File: src/rs_defines.svh
`ifndef RS_DEFINES_SVH
`define RS_DEFINES_SVH

// lanes per cycle for dispatch, issue and the CDB
`define RS_WAYS      3
`define RS_ENTRIES   16

`define RS_REG_LEN   64
`define RS_PRF       64
`define RS_ROB       16
`define RS_OLEN      16
`define RS_PCLEN     32

`define RS_PRF_W     ($clog2(`RS_PRF))
`define RS_ROB_W     ($clog2(`RS_ROB))
`define RS_CNT_W     ($clog2(`RS_ENTRIES) + 1)  // must hold RS_ENTRIES itself

`endif

File: src/rs_pkg.sv
`include "rs_defines.svh"

package rs_pkg;

    typedef enum logic [3:0] {
        ALU_ADD = 4'h0,
        ALU_SUB = 4'h1,
        ALU_AND = 4'h2,
        ALU_OR  = 4'h3,
        ALU_XOR = 4'h4,
        ALU_SLL = 4'h5,
        ALU_SRL = 4'h6,
        ALU_CMP = 4'h7
    } alu_func_e;

    // value when the operand valid bit is set, else a physical register tag
    typedef union packed {
        logic [`RS_REG_LEN-1:0] value;
        struct packed {
            logic [`RS_REG_LEN-`RS_PRF_W-1:0] pad;
            logic [`RS_PRF_W-1:0]             tag;
        } phys;
    } operand_u;

    // carried untouched from dispatch to issue
    typedef struct packed {
        logic [`RS_PCLEN-1:0]  pc;
        alu_func_e             op;
        logic [`RS_OLEN-1:0]   offset;
        logic                  rd_mem;
        logic                  wr_mem;
        logic [`RS_PRF_W-1:0]  dest_tag;
        logic [`RS_ROB_W-1:0]  rob_idx;
    } rs_payload_t;

endpackage

File: src/rs_entry.sv
`timescale 1ns/10ps
`include "rs_defines.svh"

module rs_entry (
    input  logic                                     clock,
    input  logic                                     reset,
    input  logic                                     load,
    input  logic                                     clear,
    input  logic [`RS_WAYS-1:0]                      cdb_valid,
    input  logic [`RS_WAYS-1:0][`RS_PRF_W-1:0]       cdb_tag,
    input  logic [`RS_WAYS-1:0][`RS_REG_LEN-1:0]     cdb_data,
    input  rs_pkg::operand_u                         opa_in,
    input  rs_pkg::operand_u                         opb_in,
    input  logic                                     opa_valid_in,
    input  logic                                     opb_valid_in,
    input  rs_pkg::rs_payload_t                      payload_in,
    output logic                                     ready,
    output logic                                     free,
    output rs_pkg::operand_u                         opa,
    output rs_pkg::operand_u                         opb,
    output rs_pkg::rs_payload_t                      payload
);
    import rs_pkg::*;

    logic     occupied;
    logic     opa_valid;
    logic     opb_valid;
    operand_u opa_next;
    operand_u opb_next;
    logic     opa_valid_next;
    logic     opb_valid_next;

    // wakeup
    always_comb begin
        opa_next       = opa;
        opb_next       = opb;
        opa_valid_next = opa_valid;
        opb_valid_next = opb_valid;
        for (int c = 0; c < `RS_WAYS; c++) begin
            if (!opa_valid && cdb_valid[c] && cdb_tag[c] == opa.phys.tag) begin
                opa_next.value = cdb_data[c];
                opa_valid_next = 1'b1;
            end
            if (!opb_valid && cdb_valid[c] && cdb_tag[c] == opb.phys.tag) begin
                opb_next.value = cdb_data[c];
                opb_valid_next = 1'b1;
            end
        end
    end

    always_ff @(posedge clock) begin
        if (reset) begin
            occupied  <= 1'b0;
            opa_valid <= 1'b0;
            opb_valid <= 1'b0;
        end else if (load) begin
            occupied  <= 1'b1;
            opa_valid <= opa_valid_in;
            opb_valid <= opb_valid_in;
        end else if (clear) begin
            occupied  <= 1'b0;              // issued this cycle
        end else if (occupied) begin
            opa_valid <= opa_valid_next;
            opb_valid <= opb_valid_next;
        end
    end

    always_ff @(posedge clock) begin
        if (load) begin
            opa     <= opa_in;
            opb     <= opb_in;
            payload <= payload_in;
        end else if (occupied) begin
            opa <= opa_next;
            opb <= opb_next;
        end
    end

    assign free  = ~occupied;
    assign ready = occupied & opa_valid & opb_valid;

endmodule

File: config.mk
export PLATFORM = sky130hd
export DESIGN_NAME = rs_entry
export DESIGN_NICKNAME = d
export VERILOG_FILES = /design/src/rs_pkg.sv /design/src/rs_entry.sv
export VERILOG_INCLUDE_DIRS = /design/src
export SDC_FILE = /design/constraint.sdc
export NUM_CORES = 1
export LEC_CHECK = 0
export ABC_AREA = 1
export BUFFER_PORTS_ARGS = -buffer_cell sky130_fd_sc_hd__buf_4
export CAP_MARGIN = 0
export CORE_AREA = 2 2 238 240
export DETAILED_ROUTE_END_ITERATION = 10
export DIE_AREA = 0 0 240 242
export SETUP_SLACK_MARGIN = 0.02
export SLEW_MARGIN = 20
export SYNTH_ARGS = -nofsm -noshare
export SYNTH_HDL_FRONTEND = slang
export SYNTH_SLANG_ARGS = --single-unit
File: constraint.sdc
create_clock -name clock -period 13.95 [get_ports clock]
set_input_delay 0.6975 -clock clock [delete_from_list [all_inputs] [get_ports clock]]
set_output_delay 0.6975 -clock clock [all_outputs]
set_load 0.01 [all_outputs]
; ---- Yosys cells after proc, flatten, opt, wreduce, memory -nomap -nowiden
; Cells that the tools add are included.
[word_totals]
mem_count = 0
out_inout_bits = 194
mem_bits_ro = 0
word_cells = 68
register_bits = 195
latchBits = 0
ramBits = 0
[op_classes]
div_mod_pow = 0
n_shift = 0
n_mul = 0
n_reduce_logical = 22
add_sub_neg = 0
n_mux = 24
n_lt_le_gt_ge = 0
n_eq_ne = 7
bitwise_logic = 3
[op_table]
columns = operator, count
row1 = 2-to-1 mux 64 bit, 10
row2 = equality test 6 bit, 6
row3 = 2-to-1 mux 1 bit, 14
row4 = logical AND 1 bit, 12
row5 = nonzero test 4 bit, 2
row6 = AND reduction 3 bit, 2
row7 = AND reduction 2 bit, 2
row8 = nonzero test 2 bit, 2
row9 = AND 1 bit, 2
row10 = logical NOT 1 bit, 2
row11 = "!= test 2 bit, second input constant", 1
row12 = NOT 1 bit, 1

; ---- Logic depth before layout (Yosys ltp)
[logic_depth]
ltp_word = 9
depth_mapped = 12
depth_no_buf = 11

; ---- Worst setup path after synthesis
; No wires, ideal clock.
[synth_path]
kind = in2reg
start = in cdb_tag[15] (netlist bit)
end = reg opb[0] (netlist bit) (enable)
cell_stages = 8
setup_time_ns = 0.507
arrival_ns = 4.479
path_buffers = 1
slack_ns = 8.964
path_cell_list = inv_1 nor2_1 nor2_1 nand3_1 nor2_2 buf_4 nor2_1 a21oi_1
[synth_between]
elab_chain_len = 4
[synth_lines]
columns = element, line_no
row1 = "start, declared", rs_entry.sv:10  ; input logic [`RS_WAYS-1:0][`RS_PRF_W-1:0] cdb_tag,
row2 = equality test 6 bit, rs_entry.sv:44  ; if (!opb_valid && cdb_valid[c] && cdb_tag[c] == opb.phys.tag) begin
row3 = logical AND 1 bit, rs_entry.sv:44
row4 = nonzero test 4 bit (no line), -
row5 = AND reduction 2 bit (no line), -
row6 = "end signal, assigned", rs_entry.sv:71  ; opb <= opb_in;
row7 = "end signal, assigned", rs_entry.sv:75  ; opb <= opb_next;
row8 = "end, declared", rs_entry.sv:20  ; output rs_pkg::operand_u opb,
; Every way passes these cells.
; A chain may end at the register's enable or synchronous reset.

; ---- Worst setup path after layout
[layout_path]
start = reg opa[5] (netlist bit)
end = reg opa[16] (netlist bit) (enable)
[layout_between]
elab_chain_len = 4
elab_cells_between_ends = 8
cone_classes = eq/ne (3) / reduce/logical (5)
[layout_lines]
columns = element, line_no
row1 = "start, declared", rs_entry.sv:19  ; output rs_pkg::operand_u opa,
row2 = "start signal, assigned", rs_entry.sv:70  ; opa <= opa_in;
row3 = "start signal, assigned", rs_entry.sv:74  ; opa <= opa_next;
row4 = equality test 6 bit, rs_entry.sv:40  ; if (!opa_valid && cdb_valid[c] && cdb_tag[c] == opa.phys.tag) begin
row5 = logical AND 1 bit, rs_entry.sv:40
row6 = nonzero test 4 bit (no line) *, -
row7 = AND reduction 2 bit (no line) *, -
; Mark *: on every way between the ends. The rest lies on a longest branch, timed or not.

==> reports/results.env <==
CTS_ROOT_BUF='sky130_fd_sc_hd__clkbuf_16'
CTS_POST_SETUP_BUFFERS_INSERTED=0
SEQ_AREA_FRAC_SYNTH_PCT=52.6
CRIT_FAMILY='simple AND/OR/NAND/NOR gates'
SINK_COUNT=195
AREA_GROW_SYN2LAYOUT_PCT=52.3
CRIT_SLOWEST_CELL='sky130_fd_sc_hd__buf_4'
PERIOD_NEEDED_NS=3.37
SYNTHDOMINANTCELLAREASHARE_PCT=52.1
POST_SYNTH.CELL_AREA_AVG_UM2=7.72
INTERNAL_POWER_mW=1.11
FIRST_ITER_VIOLATIONS=777
DIE_H_UM=242
TIMING.SLEW.HEADROOM_PCT=28.6
SYNTH_TOP_CELLS_BY_COUNT='sky130_fd_sc_hd__nand2_1, sky130_fd_sc_hd__a21oi_1, sky130_fd_sc_hd__edfxtp_1, sky130_fd_sc_hd__inv_1, sky130_fd_sc_hd__nand3_1'
CRIT_ARRIVAL_NS=3.48
POSTSYNTH.ASYNCRESETSHARE_PCT=0
GRT.OVERFLOW.TOTAL=0
FMAX_MHz=297
SWITCHING_SHARE_PCT=30.4
FILLCELLCOUNT=6000
YOSYS.CELL_TYPES.COUNT=19
SETUP_TNS_NS=0
ANTENNA_FOUND_INITIAL=12
LAYOUT-DRIVE-GT1-SHARE_PCT=33.4
FINALSETUPVIOLATIONS=0
RUN_STATUS='finished, final reports clean'
TIMING.CRITICAL_PATH.MODE_CELL='sky130_fd_sc_hd__nand2_1'
HTREE_NUM_LEVELS=4
CRITPATHMAXFANOUT=64
TOTAL_LEAKAGE_POWER_nW=8.48
RR_STARTPOINT='opa[5]$_DFFE_PP_'
VIAS=12200
PLACEMENT.IO_BUFFERS=604
HP-CLASS='input pin to flop'
CORE-AREA_UM2=55700
GP_ROUTABILITY_CONGESTION=1.08
RSZ0062_AT_GRT='false'
DOMINANTREGCELLSYNTH='sky130_fd_sc_hd__edfxtp_1'
GRT_PASS1_VIAS=11800
WORST_PIN_SLEW_NS=1.07
COMB_POWER_SHARE_PCT=20.7
WORST-ENDPOINT-REQUIRED_NS=14.06
CLK_PATH_BUF_DEPTH=2
FIRSTDRTPASSITERS=5
PLACE.DETAILED.INSTANCES=2729
SYNTH.AREA.TOP_CELLS='sky130_fd_sc_hd__edfxtp_1, sky130_fd_sc_hd__nand2_1, sky130_fd_sc_hd__a21oi_1'
CRITICALPATHCATEGORY='flop to flop'
ROUTEDWLPERCELL_UM=18.6
CRIT_PATH_CELL_TRACE='inv_2 > nand2_1 > nand2_1 > nor2_1 > nand2_1 > nor2_4 > nor2_1 > a21oi_4 > buf_4'
TOTAL_SWITCHING_POWER_mW=0.485
YOSYS_WARNINGS=0
POST_CTS_RESIZE_COUNT=0
FINALMAXSLEWVIOLATIONS=0
SYNTH.MOST_COMMON_CELL='sky130_fd_sc_hd__nand2_1'
WORST_SETUP_PATH_END_KIND='flop'
PLACE_HPWL_UM=38900
POSTSYNTHCELLCOUNT=1434
ANTENNA_VIOLATING_NETS_POST_ROUTE=0
TOP_LEVEL_PORTS=605
CP.BUFFERS_INVERTERS=2
MAXCAPVIOLATIONS=0
FINISH.NET_COUNT=2403
HP-START='reset'
FINAL-HOLD-VIOLATION-COUNT=0
IRDROPWORSTVDD_mV=0.0964
FIRST_PASS_GRT_WIRE_LENGTH_UM=72400
PATH_CLK_SLEW_NS=0.09
NUM_ROWS=87
CP_SLOWEST_STAGE_DELAY_NS=0.82
FINAL_MIN_PERIOD_OVER_CLOCK_PERIOD_PCT=24.2
POSTCTSHOLDBUFS=0
FINAL_CELLS=2768
FLOORPLAN.DIE.WIDTH_UM=240
CLOCK_INSERTION_DELAY_WORST_SKEW_NS=0.51
SYNTH_LARGEST_AREA_CELL='sky130_fd_sc_hd__edfxtp_1'
GRTUSAGETOTAL_PCT=17.0
POST_SYNTHESIS_CELL_AREA_UM2=11100
ROUTED_WL_UM=51400
ROUTE.DETAILED.DRC=0
WORST_SETUP_PATH_STARTPOINT='opa[5]$_DFFE_PP_'
SKEW_NS=0.0253
TRITONCTS.NUM_BUFFERS=17
SYNTH_EDF_COUNT=192
GRT_START_MAX_NET_PINS=94
YOSYS_REGISTER_BITS=195
ROUTED_VIA_DENSITY=4.40
POWER.DENSITY_nW_PER_UM2=94.7
MAPPEDNETLISTNETS=1845
DIE-AREA_UM2=58100
INITIAL_UTILIZATION_PCT=19.9
CTS_TREE='yes'
SEQPWRFRAC_PCT=44.9
CRITPATHLAUNCHTYPE='flop'
CLOCKPOWERSHARE_PCT=34.4
[cell families after synthesis]
group	Yosys count	share of synthesized area, %
AND/OR/NAND/NOR	849	29.7
AO/OA/AOI/OAI	199	9.00
flip-flops	195	52.6
buffers and inverters	188	8.42
XOR/XNOR	3	0.237
[per-stage QoR]
step           cell area (µm²)  power, mW  util [%]  hold WS [ns]  setup WS, ns
6_report                 16900       1.60      30.3         0.362         10.58
5_1_grt                  16900       1.67      30.2         0.327         10.34
4_1_cts                  16800       1.62      30.2         0.306         10.51
3_5_place_dp             16200       1.06      29.1         0.551         10.29
3_3_place_gp             16200       1.06      29.1         0.547         10.26
2_1_floorplan            11100      0.852         -         0.460          8.96
[flip-flops by register name (all words and copies together), names as in the netlist]
signal     cells
opa           64
opb           64
payload       64
occupied       1
opa_valid      1
opb_valid      1
[power by group through the flow]
stage | combinational [mW] | clock, mW | sequential (mW)
after floorplan | 0.102 | 0 | 0.749
after global placement | 0.329 | 0 | 0.730
after detailed placement | 0.331 | 0 | 0.730
after CTS | 0.332 | 0.570 | 0.718
after global routing | 0.361 | 0.584 | 0.721
final | 0.331 | 0.550 | 0.717
[placed cells by master (no fill, tap or decap), types with 7 or more instances in the layout]
cell type and n:
sky130_fd_sc_hd__inv_1 95, sky130_fd_sc_hd__a21oi_1 194, sky130_fd_sc_hd__clkbuf_16 17, sky130_fd_sc_hd__nand2_1 733, sky130_fd_sc_hd__edfxtp_1 192, sky130_fd_sc_hd__inv_2 10
sky130_fd_sc_hd__nand3_1 71, sky130_fd_sc_hd__buf_4 620, sky130_fd_sc_hd__diode_2 7, sky130_fd_sc_hd__nor2_1 38
[final timing paths]
kind,end,slack [ns],cells past startpoint
worst min-delay path,occupied$_SDFFE_PP0P_,0.36,2
worst max register to register,opa[16]$_DFFE_PP_,10.58,9
worst min register to register,opb_valid$_SDFFE_PP0P_,0.57,2
worst max-delay path,opa[16]$_DFFE_PP_,10.58,9
[final cells by class]
| class | instances | area [µm²] | share of cell area (%) |
|---|---|---|---|
| flip-flops and latches | 195 | 5830 | 34.5 |
| repair buffers | 621 | 4670 | 27.7 |
| multi-input cells | 1051 | 4360 | 25.8 |
| well taps | 756 | 946 | 5.61 |
| clock buffers | 17 | 425 | 2.52 |
| inverters | 106 | 398 | 2.36 |
| clock inverters | 15 | 225 | 1.34 |
| diodes | 7 | 17.5 | 0.104 |
[layer usage]
| metal | share of wire, % | GRT usage [%] | wire length (µm) |
|---|---|---|---|
| met3 | 10 | 5.53 | 5200 |
| met1 | 35 | 17.6 | 18000 |
| met4 | 4.0 | 9.34 | 2060 |
| met5 | 0.11 | 0 | 55 |
| met2 | 51 | 30.2 | 26000 |
No activity file was read; power rests on OpenSTA's default activity.
