## src/rs_defines.svh

```systemverilog
`ifndef RS_DEFINES_SVH
`define RS_DEFINES_SVH

// lanes per cycle for dispatch, issue and the CDB
`define RS_WAYS      3
`define RS_ENTRIES   16

`define RS_REG_LEN   64
`define RS_PRF       64
`define RS_ROB       16
`define RS_OLEN      16
`define RS_PCLEN     32

`define RS_PRF_W     ($clog2(`RS_PRF))
`define RS_ROB_W     ($clog2(`RS_ROB))
`define RS_CNT_W     ($clog2(`RS_ENTRIES) + 1)  // must hold RS_ENTRIES itself

`endif

```

## src/rs_pkg.sv

```systemverilog
`include "rs_defines.svh"

package rs_pkg;

    typedef enum logic [3:0] {
        ALU_ADD = 4'h0,
        ALU_SUB = 4'h1,
        ALU_AND = 4'h2,
        ALU_OR  = 4'h3,
        ALU_XOR = 4'h4,
        ALU_SLL = 4'h5,
        ALU_SRL = 4'h6,
        ALU_CMP = 4'h7
    } alu_func_e;

    // value when the operand valid bit is set, else a physical register tag
    typedef union packed {
        logic [`RS_REG_LEN-1:0] value;
        struct packed {
            logic [`RS_REG_LEN-`RS_PRF_W-1:0] pad;
            logic [`RS_PRF_W-1:0]             tag;
        } phys;
    } operand_u;

    // carried untouched from dispatch to issue
    typedef struct packed {
        logic [`RS_PCLEN-1:0]  pc;
        alu_func_e             op;
        logic [`RS_OLEN-1:0]   offset;
        logic                  rd_mem;
        logic                  wr_mem;
        logic [`RS_PRF_W-1:0]  dest_tag;
        logic [`RS_ROB_W-1:0]  rob_idx;
    } rs_payload_t;

endpackage

```

## src/dispatch_if.sv

```systemverilog
`timescale 1ns/10ps
`include "rs_defines.svh"

// one cycle of dispatch, already corrected against the CDB
interface dispatch_if;
    import rs_pkg::*;

    logic [`RS_WAYS-1:0]         load;
    operand_u [`RS_WAYS-1:0]     opa;
    operand_u [`RS_WAYS-1:0]     opb;
    logic [`RS_WAYS-1:0]         opa_valid;   // 1 means value, 0 means tag
    logic [`RS_WAYS-1:0]         opb_valid;
    rs_payload_t [`RS_WAYS-1:0]  payload;

    modport source (
        output load,
        output opa,
        output opb,
        output opa_valid,
        output opb_valid,
        output payload
    );

    modport sink (
        input load,
        input opa,
        input opb,
        input opa_valid,
        input opb_valid,
        input payload
    );

endinterface

```

## src/rs_cdb_bypass.sv

```systemverilog
`timescale 1ns/10ps
`include "rs_defines.svh"

module rs_cdb_bypass (
    input  logic [`RS_WAYS-1:0]                      cdb_valid,
    input  logic [`RS_WAYS-1:0][`RS_PRF_W-1:0]       cdb_tag,
    input  logic [`RS_WAYS-1:0][`RS_REG_LEN-1:0]     cdb_data,
    input  logic [`RS_WAYS-1:0]                      load,
    input  rs_pkg::operand_u [`RS_WAYS-1:0]          opa,
    input  rs_pkg::operand_u [`RS_WAYS-1:0]          opb,
    input  logic [`RS_WAYS-1:0]                      opa_valid,
    input  logic [`RS_WAYS-1:0]                      opb_valid,
    input  logic [`RS_WAYS-1:0][`RS_PCLEN-1:0]       pc,
    input  rs_pkg::alu_func_e [`RS_WAYS-1:0]         op,
    input  logic [`RS_WAYS-1:0][`RS_OLEN-1:0]        offset,
    input  logic [`RS_WAYS-1:0]                      rd_mem,
    input  logic [`RS_WAYS-1:0]                      wr_mem,
    input  logic [`RS_WAYS-1:0][`RS_PRF_W-1:0]       dest_tag,
    input  logic [`RS_WAYS-1:0][`RS_ROB_W-1:0]       rob_idx,
    dispatch_if.source                               disp
);
    import rs_pkg::*;

    operand_u [`RS_WAYS-1:0] opa_fwd;
    operand_u [`RS_WAYS-1:0] opb_fwd;
    logic [`RS_WAYS-1:0]     opa_valid_fwd;
    logic [`RS_WAYS-1:0]     opb_valid_fwd;

    // catch results broadcast in the dispatch cycle itself
    always_comb begin
        opa_fwd       = opa;
        opb_fwd       = opb;
        opa_valid_fwd = opa_valid;
        opb_valid_fwd = opb_valid;
        for (int w = 0; w < `RS_WAYS; w++) begin
            for (int c = 0; c < `RS_WAYS; c++) begin
                if (!opa_valid[w] && cdb_valid[c] && cdb_tag[c] == opa[w].phys.tag) begin
                    opa_fwd[w].value = cdb_data[c];
                    opa_valid_fwd[w] = 1'b1;
                end
                if (!opb_valid[w] && cdb_valid[c] && cdb_tag[c] == opb[w].phys.tag) begin
                    opb_fwd[w].value = cdb_data[c];
                    opb_valid_fwd[w] = 1'b1;
                end
            end
        end
    end

    assign disp.load      = load;
    assign disp.opa       = opa_fwd;
    assign disp.opb       = opb_fwd;
    assign disp.opa_valid = opa_valid_fwd;
    assign disp.opb_valid = opb_valid_fwd;

    for (genvar w = 0; w < `RS_WAYS; w++) begin : g_payload
        assign disp.payload[w] = '{pc: pc[w], op: op[w], offset: offset[w],
                                   rd_mem: rd_mem[w], wr_mem: wr_mem[w],
                                   dest_tag: dest_tag[w], rob_idx: rob_idx[w]};
    end

endmodule

```

## src/flat_wrapper.sv

```systemverilog
// flat-port wrapper written by rule: the top's interface ports become plain ports
module rs_cdb_bypass_flat import rs_pkg::*;
  (cdb_valid, cdb_tag, cdb_data, load, opa, opb, opa_valid, opb_valid, pc, op, offset, rd_mem, wr_mem, dest_tag, rob_idx, disp_load, disp_opa, disp_opb, disp_opa_valid, disp_opb_valid, disp_payload);
  dispatch_if disp_i ();
  input  logic [`RS_WAYS-1:0] cdb_valid;
  input  logic [`RS_WAYS-1:0][`RS_PRF_W-1:0] cdb_tag;
  input  logic [`RS_WAYS-1:0][`RS_REG_LEN-1:0] cdb_data;
  input  logic [`RS_WAYS-1:0] load;
  input  rs_pkg::operand_u [`RS_WAYS-1:0] opa;
  input  rs_pkg::operand_u [`RS_WAYS-1:0] opb;
  input  logic [`RS_WAYS-1:0] opa_valid;
  input  logic [`RS_WAYS-1:0] opb_valid;
  input  logic [`RS_WAYS-1:0][`RS_PCLEN-1:0] pc;
  input  rs_pkg::alu_func_e [`RS_WAYS-1:0] op;
  input  logic [`RS_WAYS-1:0][`RS_OLEN-1:0] offset;
  input  logic [`RS_WAYS-1:0] rd_mem;
  input  logic [`RS_WAYS-1:0] wr_mem;
  input  logic [`RS_WAYS-1:0][`RS_PRF_W-1:0] dest_tag;
  input  logic [`RS_WAYS-1:0][`RS_ROB_W-1:0] rob_idx;
  output wire logic [$bits(disp_i.load)-1:0] disp_load;
  output wire logic [$bits(disp_i.opa)-1:0] disp_opa;
  output wire logic [$bits(disp_i.opb)-1:0] disp_opb;
  output wire logic [$bits(disp_i.opa_valid)-1:0] disp_opa_valid;
  output wire logic [$bits(disp_i.opb_valid)-1:0] disp_opb_valid;
  output wire logic [$bits(disp_i.payload)-1:0] disp_payload;
  assign disp_load = disp_i.load;
  assign disp_opa = disp_i.opa;
  assign disp_opb = disp_i.opb;
  assign disp_opa_valid = disp_i.opa_valid;
  assign disp_opb_valid = disp_i.opb_valid;
  assign disp_payload = disp_i.payload;
  rs_cdb_bypass u_core (.cdb_valid(cdb_valid), .cdb_tag(cdb_tag), .cdb_data(cdb_data), .load(load), .opa(opa), .opb(opb), .opa_valid(opa_valid), .opb_valid(opb_valid), .pc(pc), .op(op), .offset(offset), .rd_mem(rd_mem), .wr_mem(wr_mem), .dest_tag(dest_tag), .rob_idx(rob_idx), .disp(disp_i));
endmodule
```

## config.mk

```make
export PLATFORM = sky130hd
export DESIGN_NAME = rs_cdb_bypass_flat
export DESIGN_NICKNAME = d
export VERILOG_FILES = /design/src/rs_pkg.sv /design/src/dispatch_if.sv /design/src/rs_cdb_bypass.sv /design/src/flat_wrapper.sv
export VERILOG_INCLUDE_DIRS = /design/src
export SDC_FILE = /design/constraint.sdc
export NUM_CORES = 1
export LEC_CHECK = 0
export BUFFER_PORTS_ARGS = -buffer_cell sky130_fd_sc_hd__buf_2
export CORE_AREA = 10 10 531 533
export DETAILED_ROUTE_END_ITERATION = 12
export DIE_AREA = 0 0 541 543
export PLACE_DENSITY = 0.31
export SYNTH_ARGS = -nofsm -noshare
export SYNTH_HDL_FRONTEND = slang
export SYNTH_SLANG_ARGS = --single-unit
```

## constraint.sdc

```tcl
create_clock -name vclk -period 4.9
set_clock_uncertainty 0.15 [all_clocks]
set_input_delay 0.49 -clock vclk [all_inputs]
set_output_delay 0.49 -clock vclk [all_outputs]
set_load 0.01 [all_outputs]
```

Word level (Yosys, flattened, before mapping)
Index checks and enable logic that the tools add are counted.
{"block": "word_totals", "reg_bits": 0, "in_bits": 798, "output_inout_bits": 585, "word_cells": 96}
{"block": "classes", "n_eq_ne": 18, "n_mux": 36, "n_reduce_logical": 42}
{"op": "64-bit two-way mux", "count": 18}
{"op": "6-bit equality test", "count": 18}
{"op": "1-bit logical AND", "count": 36}
{"op": "1-bit two-way mux", "count": 18}
{"op": "1-bit logical NOT", "count": 6}

Depth between registers and ports, before layout
{"block": "logic_depth", "depth_word": 6, "mapped_depth": 8, "ltp_nobuf": 5}

Worst setup path before layout
OpenSTA, ideal clock, no wires.
{"block": "synth_timing", "path_kind": "input to output", "startpoint": "in cdb_tag[2] (netlist name)", "endpoint": "out disp_opa[62]", "arrival_ns": 2.028, "required_ns": 4.260, "path_slack_ns": 2.232, "path_stages": 7, "path_buffers": 2, "path_cell_list": "buf_2 -> xnor2_1 -> nand3_1 -> buf_2 -> or4b_1 -> a221oi_1 -> o22ai_1"}
{"block": "synth_via", "elab_chain_cells": 5}
{"item": "from (decl)", "line": "flat_wrapper.sv:6", "source": "input logic [`RS_WAYS-1:0][`RS_PRF_W-1:0] cdb_tag;"}
{"item": "6-bit equality test", "line": "rs_cdb_bypass.sv:37", "source": "if (!opa_valid[w] && cdb_valid[c] && cdb_tag[c] == opa[w].phys.tag) begin"}
{"item": "1-bit logical AND", "line": "rs_cdb_bypass.sv:37"}
{"item": "64-bit two-way mux (3 in series)", "line": "rs_cdb_bypass.sv:37"}
{"item": "to (decl)", "line": "flat_wrapper.sv:21", "source": "output wire logic [$bits(disp_i.opa)-1:0] disp_opa;"}
Every way passes these cells.

Final worst setup path
{"block": "layout_timing", "startpoint": "in opb[0] (netlist name)", "endpoint": "out disp_opb[31]"}
{"block": "layout_via", "elab_chain_cells": 5, "elab_cells_between_ends": 9, "cone_classes": "eq/ne (3); mux (3); reduce/logical (3)"}
{"item": "from (decl)", "line": "flat_wrapper.sv:10", "source": "input rs_pkg::operand_u [`RS_WAYS-1:0] opb;"}
{"item": "6-bit equality test", "line": "rs_cdb_bypass.sv:41", "source": "if (!opb_valid[w] && cdb_valid[c] && cdb_tag[c] == opb[w].phys.tag) begin"}
{"item": "1-bit logical AND", "line": "rs_cdb_bypass.sv:41"}
{"item": "64-bit two-way mux (2 in series)", "line": "rs_cdb_bypass.sv:41"}
{"item": "64-bit two-way mux (*)", "line": "rs_cdb_bypass.sv:41"}
{"item": "to (decl)", "line": "flat_wrapper.sv:22", "source": "output wire logic [$bits(disp_i.opb)-1:0] disp_opb;"}
Every way passes the cells marked *; elsewhere a longest branch is shown, timed or not.

==> impl_summary.md <==
Run status
The flow ran to the end, and the final reports show no timing, DRC or antenna violations.

Synthesis
The number of warnings printed during yosys synthesis is 0. The cell type with the largest total area after synthesis is sky130_fd_sc_hd__mux2i_1. After technology mapping, the gate count stands at 2073.

The part of the Yosys area used for sequential elements is 0%. The mean instance size in the synthesized netlist is just under 8 um2. The area fraction of the dominant cell type after synthesis is between 30% and 40%. After synthesis, the cell types taking the most area are sky130_fd_sc_hd__mux2i_1 (35%), sky130_fd_sc_hd__buf_4 (9.3%), sky130_fd_sc_hd__o21ai_0 (6.0%), sky130_fd_sc_hd__a221oi_1 (5.2%), sky130_fd_sc_hd__o22ai_1 (5.1%). In this run, distinct cell masters in the synthesized netlist total 43. The post-synth net total is roughly 2900.

The cell area after technology mapping is ~0.016 mm2. Among all cell types in the netlist, the one instantiated most often is sky130_fd_sc_hd__mux2i_1. After synthesis, the most frequently instantiated cells are sky130_fd_sc_hd__mux2i_1 (567), sky130_fd_sc_hd__buf_4 (199), sky130_fd_sc_hd__o21ai_0 (192).

Floorplan
In this run the vertical extent of the chip is 543 um. The site row count is 191. The initial utilization of the core area, before any placement, comes to between 5 and 6%. From left edge to right edge, the die measures 541 um. The die covers 0.294 mm2. The core region is between 0.2 and 0.3 mm2. The I/O pin count is 1383.

Global route
The global-route wire length before repair is slightly above 300000 um. In the global route stage, overall resource usage came out at 16.1%. The via count of the first global-routing pass came to 22700. The number of antenna violations at the first check in global routing is 240. The maximum number of pins on one net before global-route repair is a little under 80.

The global route total overflow is 0.

Worst setup path
STA classifies the critical path endpoint as a primary output. STA puts the critical path data arrival time at 3.53 ns. The critical path is of the in -> out type. The worst setup path is launched from a primary input. The critical path required time is 4.26 ns. The highest fanout seen on the critical path is 11.

Power
The share of total power in combinational logic is 100.0%. The power per unit of standard cell area is 80.8 mW/mm2. The reported leakage power is between 10 and 15 nW.

The fraction of power consumed by sequential logic is 0%. Net switching is between 60% and 70% of the power. For this design the total switching power over the nets is 1.31 mW. The design internal power is 0.650 mW. Overall power consumption after layout is estimated at 1.96 mW. The clock network fraction of total power is 0%. VDD sags by at most 0.0505 mV.

Route
Summed over all layers, the routed wires come to 254000 um. After detailed routing, the number of vias per cell comes to 3.59. The number of design-rule violations left by the first detailed-router iteration is 2300.

The number of vias after detailed routing is 23000. The residual DRC count is 0. The number of iterations in the first detailed-routing pass is 8. Dividing the detail-routed wire length by the instance count gives 39.6 um. The count of antenna-violating nets left after detailed routing is 0.

STA
In this run the tightest slew margin relative to its limit is 32.7%. The pin slew with the least headroom to its limit is 1.00 ns. Setup repair after global routing left no endpoint under its margin. The hold violation total from the final report was 0. The number of max-slew violations in the final report is 0. The worst path in the final design needs a cycle of 4.17 ns, including I/O delays and setup. After layout, the worst path uses between 80% and 90% of the clock period. Setup violations remaining at the end of the flow were counted as 0.

In the final timing run, aggregate negative setup slack is 0 ns. The timing-limited maximum frequency is roughly 240 MHz.

Hold path
The cell depth of the worst min-delay path is 0. In this run the worst hold path is classified as in -> out.

Place
At the end of routability-driven placement, the weighted congestion stood at 0.796. The detailed placer's ending HPWL is ~220000 um. The number of placed instances, taps included is 6314. Buffers placed on the I/O ports in this run total 993. The placed cell area is 0.0240 mm2.

Layout
The non-filler instance count after layout is about 6400. The fraction of final layout cells sized beyond drive strength 1 is 45.2%. The number of filler instances in the final layout is ~32000. From synthesis to final layout, the design area changed by 51.1%. The area of all sequential standard cells is 0 um2.

After routing the design area is approximately 0.024 mm2. The design has 0 sequential cells. The net count of the finished layout is approximately 3500. The clock buffer instance count of the final layout is 0.

CTS
Hold repair after CTS inserted 0 buffers. Post-CTS timing repair inserted 0 buffers for setup. The post-cts repair resize count is 0.

Job
The total of max-cap violations is 0.
==> layer usage <==
layer	track usage, %	part of all wire, %	vias to the layer above
met5	0	0.43	-
met2	26.5	45	1839
met1	18.8	39	11300
met3	8.90	13	460
li1	-	-	9170
met4	2.41	2.2	164
==> kinds of logic after synthesis <==
kind of cell    count (synthesis)  share of synthesized area (%)
compound gates                648                           30.9
xor+xnor                      105                           5.73
buf+inv                       490                           18.3
mux                           567                           35.3
simple gates                  263                           9.73
==> stage by stage <==
stage,utilization (%),setup slack [ns],hold WS (ns)
finish,8.97,0.730,0.830
CTS,8.89,0.434,0.830
detailed placement,8.89,0.440,0.830
floorplan,-,2.23,0.922
global route,8.89,0.531,0.830
global placement,8.88,0.326,0.830
==> power groups by stage <==
stage	combinational (mW)	clock, mW	sequential, mW
after floorplan	0.897	0	0
after global placement	2.01	0	0
after detailed placement	2.00	0	0
after CTS	2.01	0	0
after global routing	2.07	0.000000138	0
final	1.96	0.00000133	0
==> layout by cell type, fill, tap and decap left out, drive strengths merged, types with 2 or more instances in the layout <==
master	netlist	final
xnor2	40	40
nand2	44	44
nor4bb	2	2
o31ai	3	3
nand4	9	9
xor2	65	65
nor3	11	11
buf	311	1094
nor3b	2	2
inv	67	67
and3	27	27
nor4	48	48
nand3b	10	10
o22ai	192	192
nand3	10	10
and4	3	3
nor2	12	12
diode	0	82
a211oi	100	100
nand2b	9	9
o21a	63	63
mux2i	567	567
a221oi	95	95
and2	67	67
o21ai	192	192
nor2b	4	4
==> area by class of cell <==
| class | count | area (um2) | area share (%) |
|---|---|---|---|
| antenna | 82 | 205 | 0.846 |
| inverter | 67 | 251 | 1.04 |
| multi-input combinational | 1583 | 13300 | 54.7 |
| tap | 3570 | 4470 | 18.4 |
| timing repair buffer | 1094 | 6080 | 25.1 |
==> final timing paths <==
check,start,to,slack [ns]
worst min-delay path,offset[1],disp_payload[13],0.83
worst max-delay path,opb[0],disp_opb[31],0.73
==> worst max-delay path, stage by stage <==
cell,delay [ns]
sky130_fd_sc_hd__buf_2,0.34
sky130_fd_sc_hd__xor2_1,0.13
sky130_fd_sc_hd__nor4_1,0.53
sky130_fd_sc_hd__and2_4,0.43
sky130_fd_sc_hd__buf_4,0.36
sky130_fd_sc_hd__a221oi_1,0.10
sky130_fd_sc_hd__o22ai_1,0.77
sky130_fd_sc_hd__buf_2,0.29
Note: power is estimated with default switching activity, not from simulation.
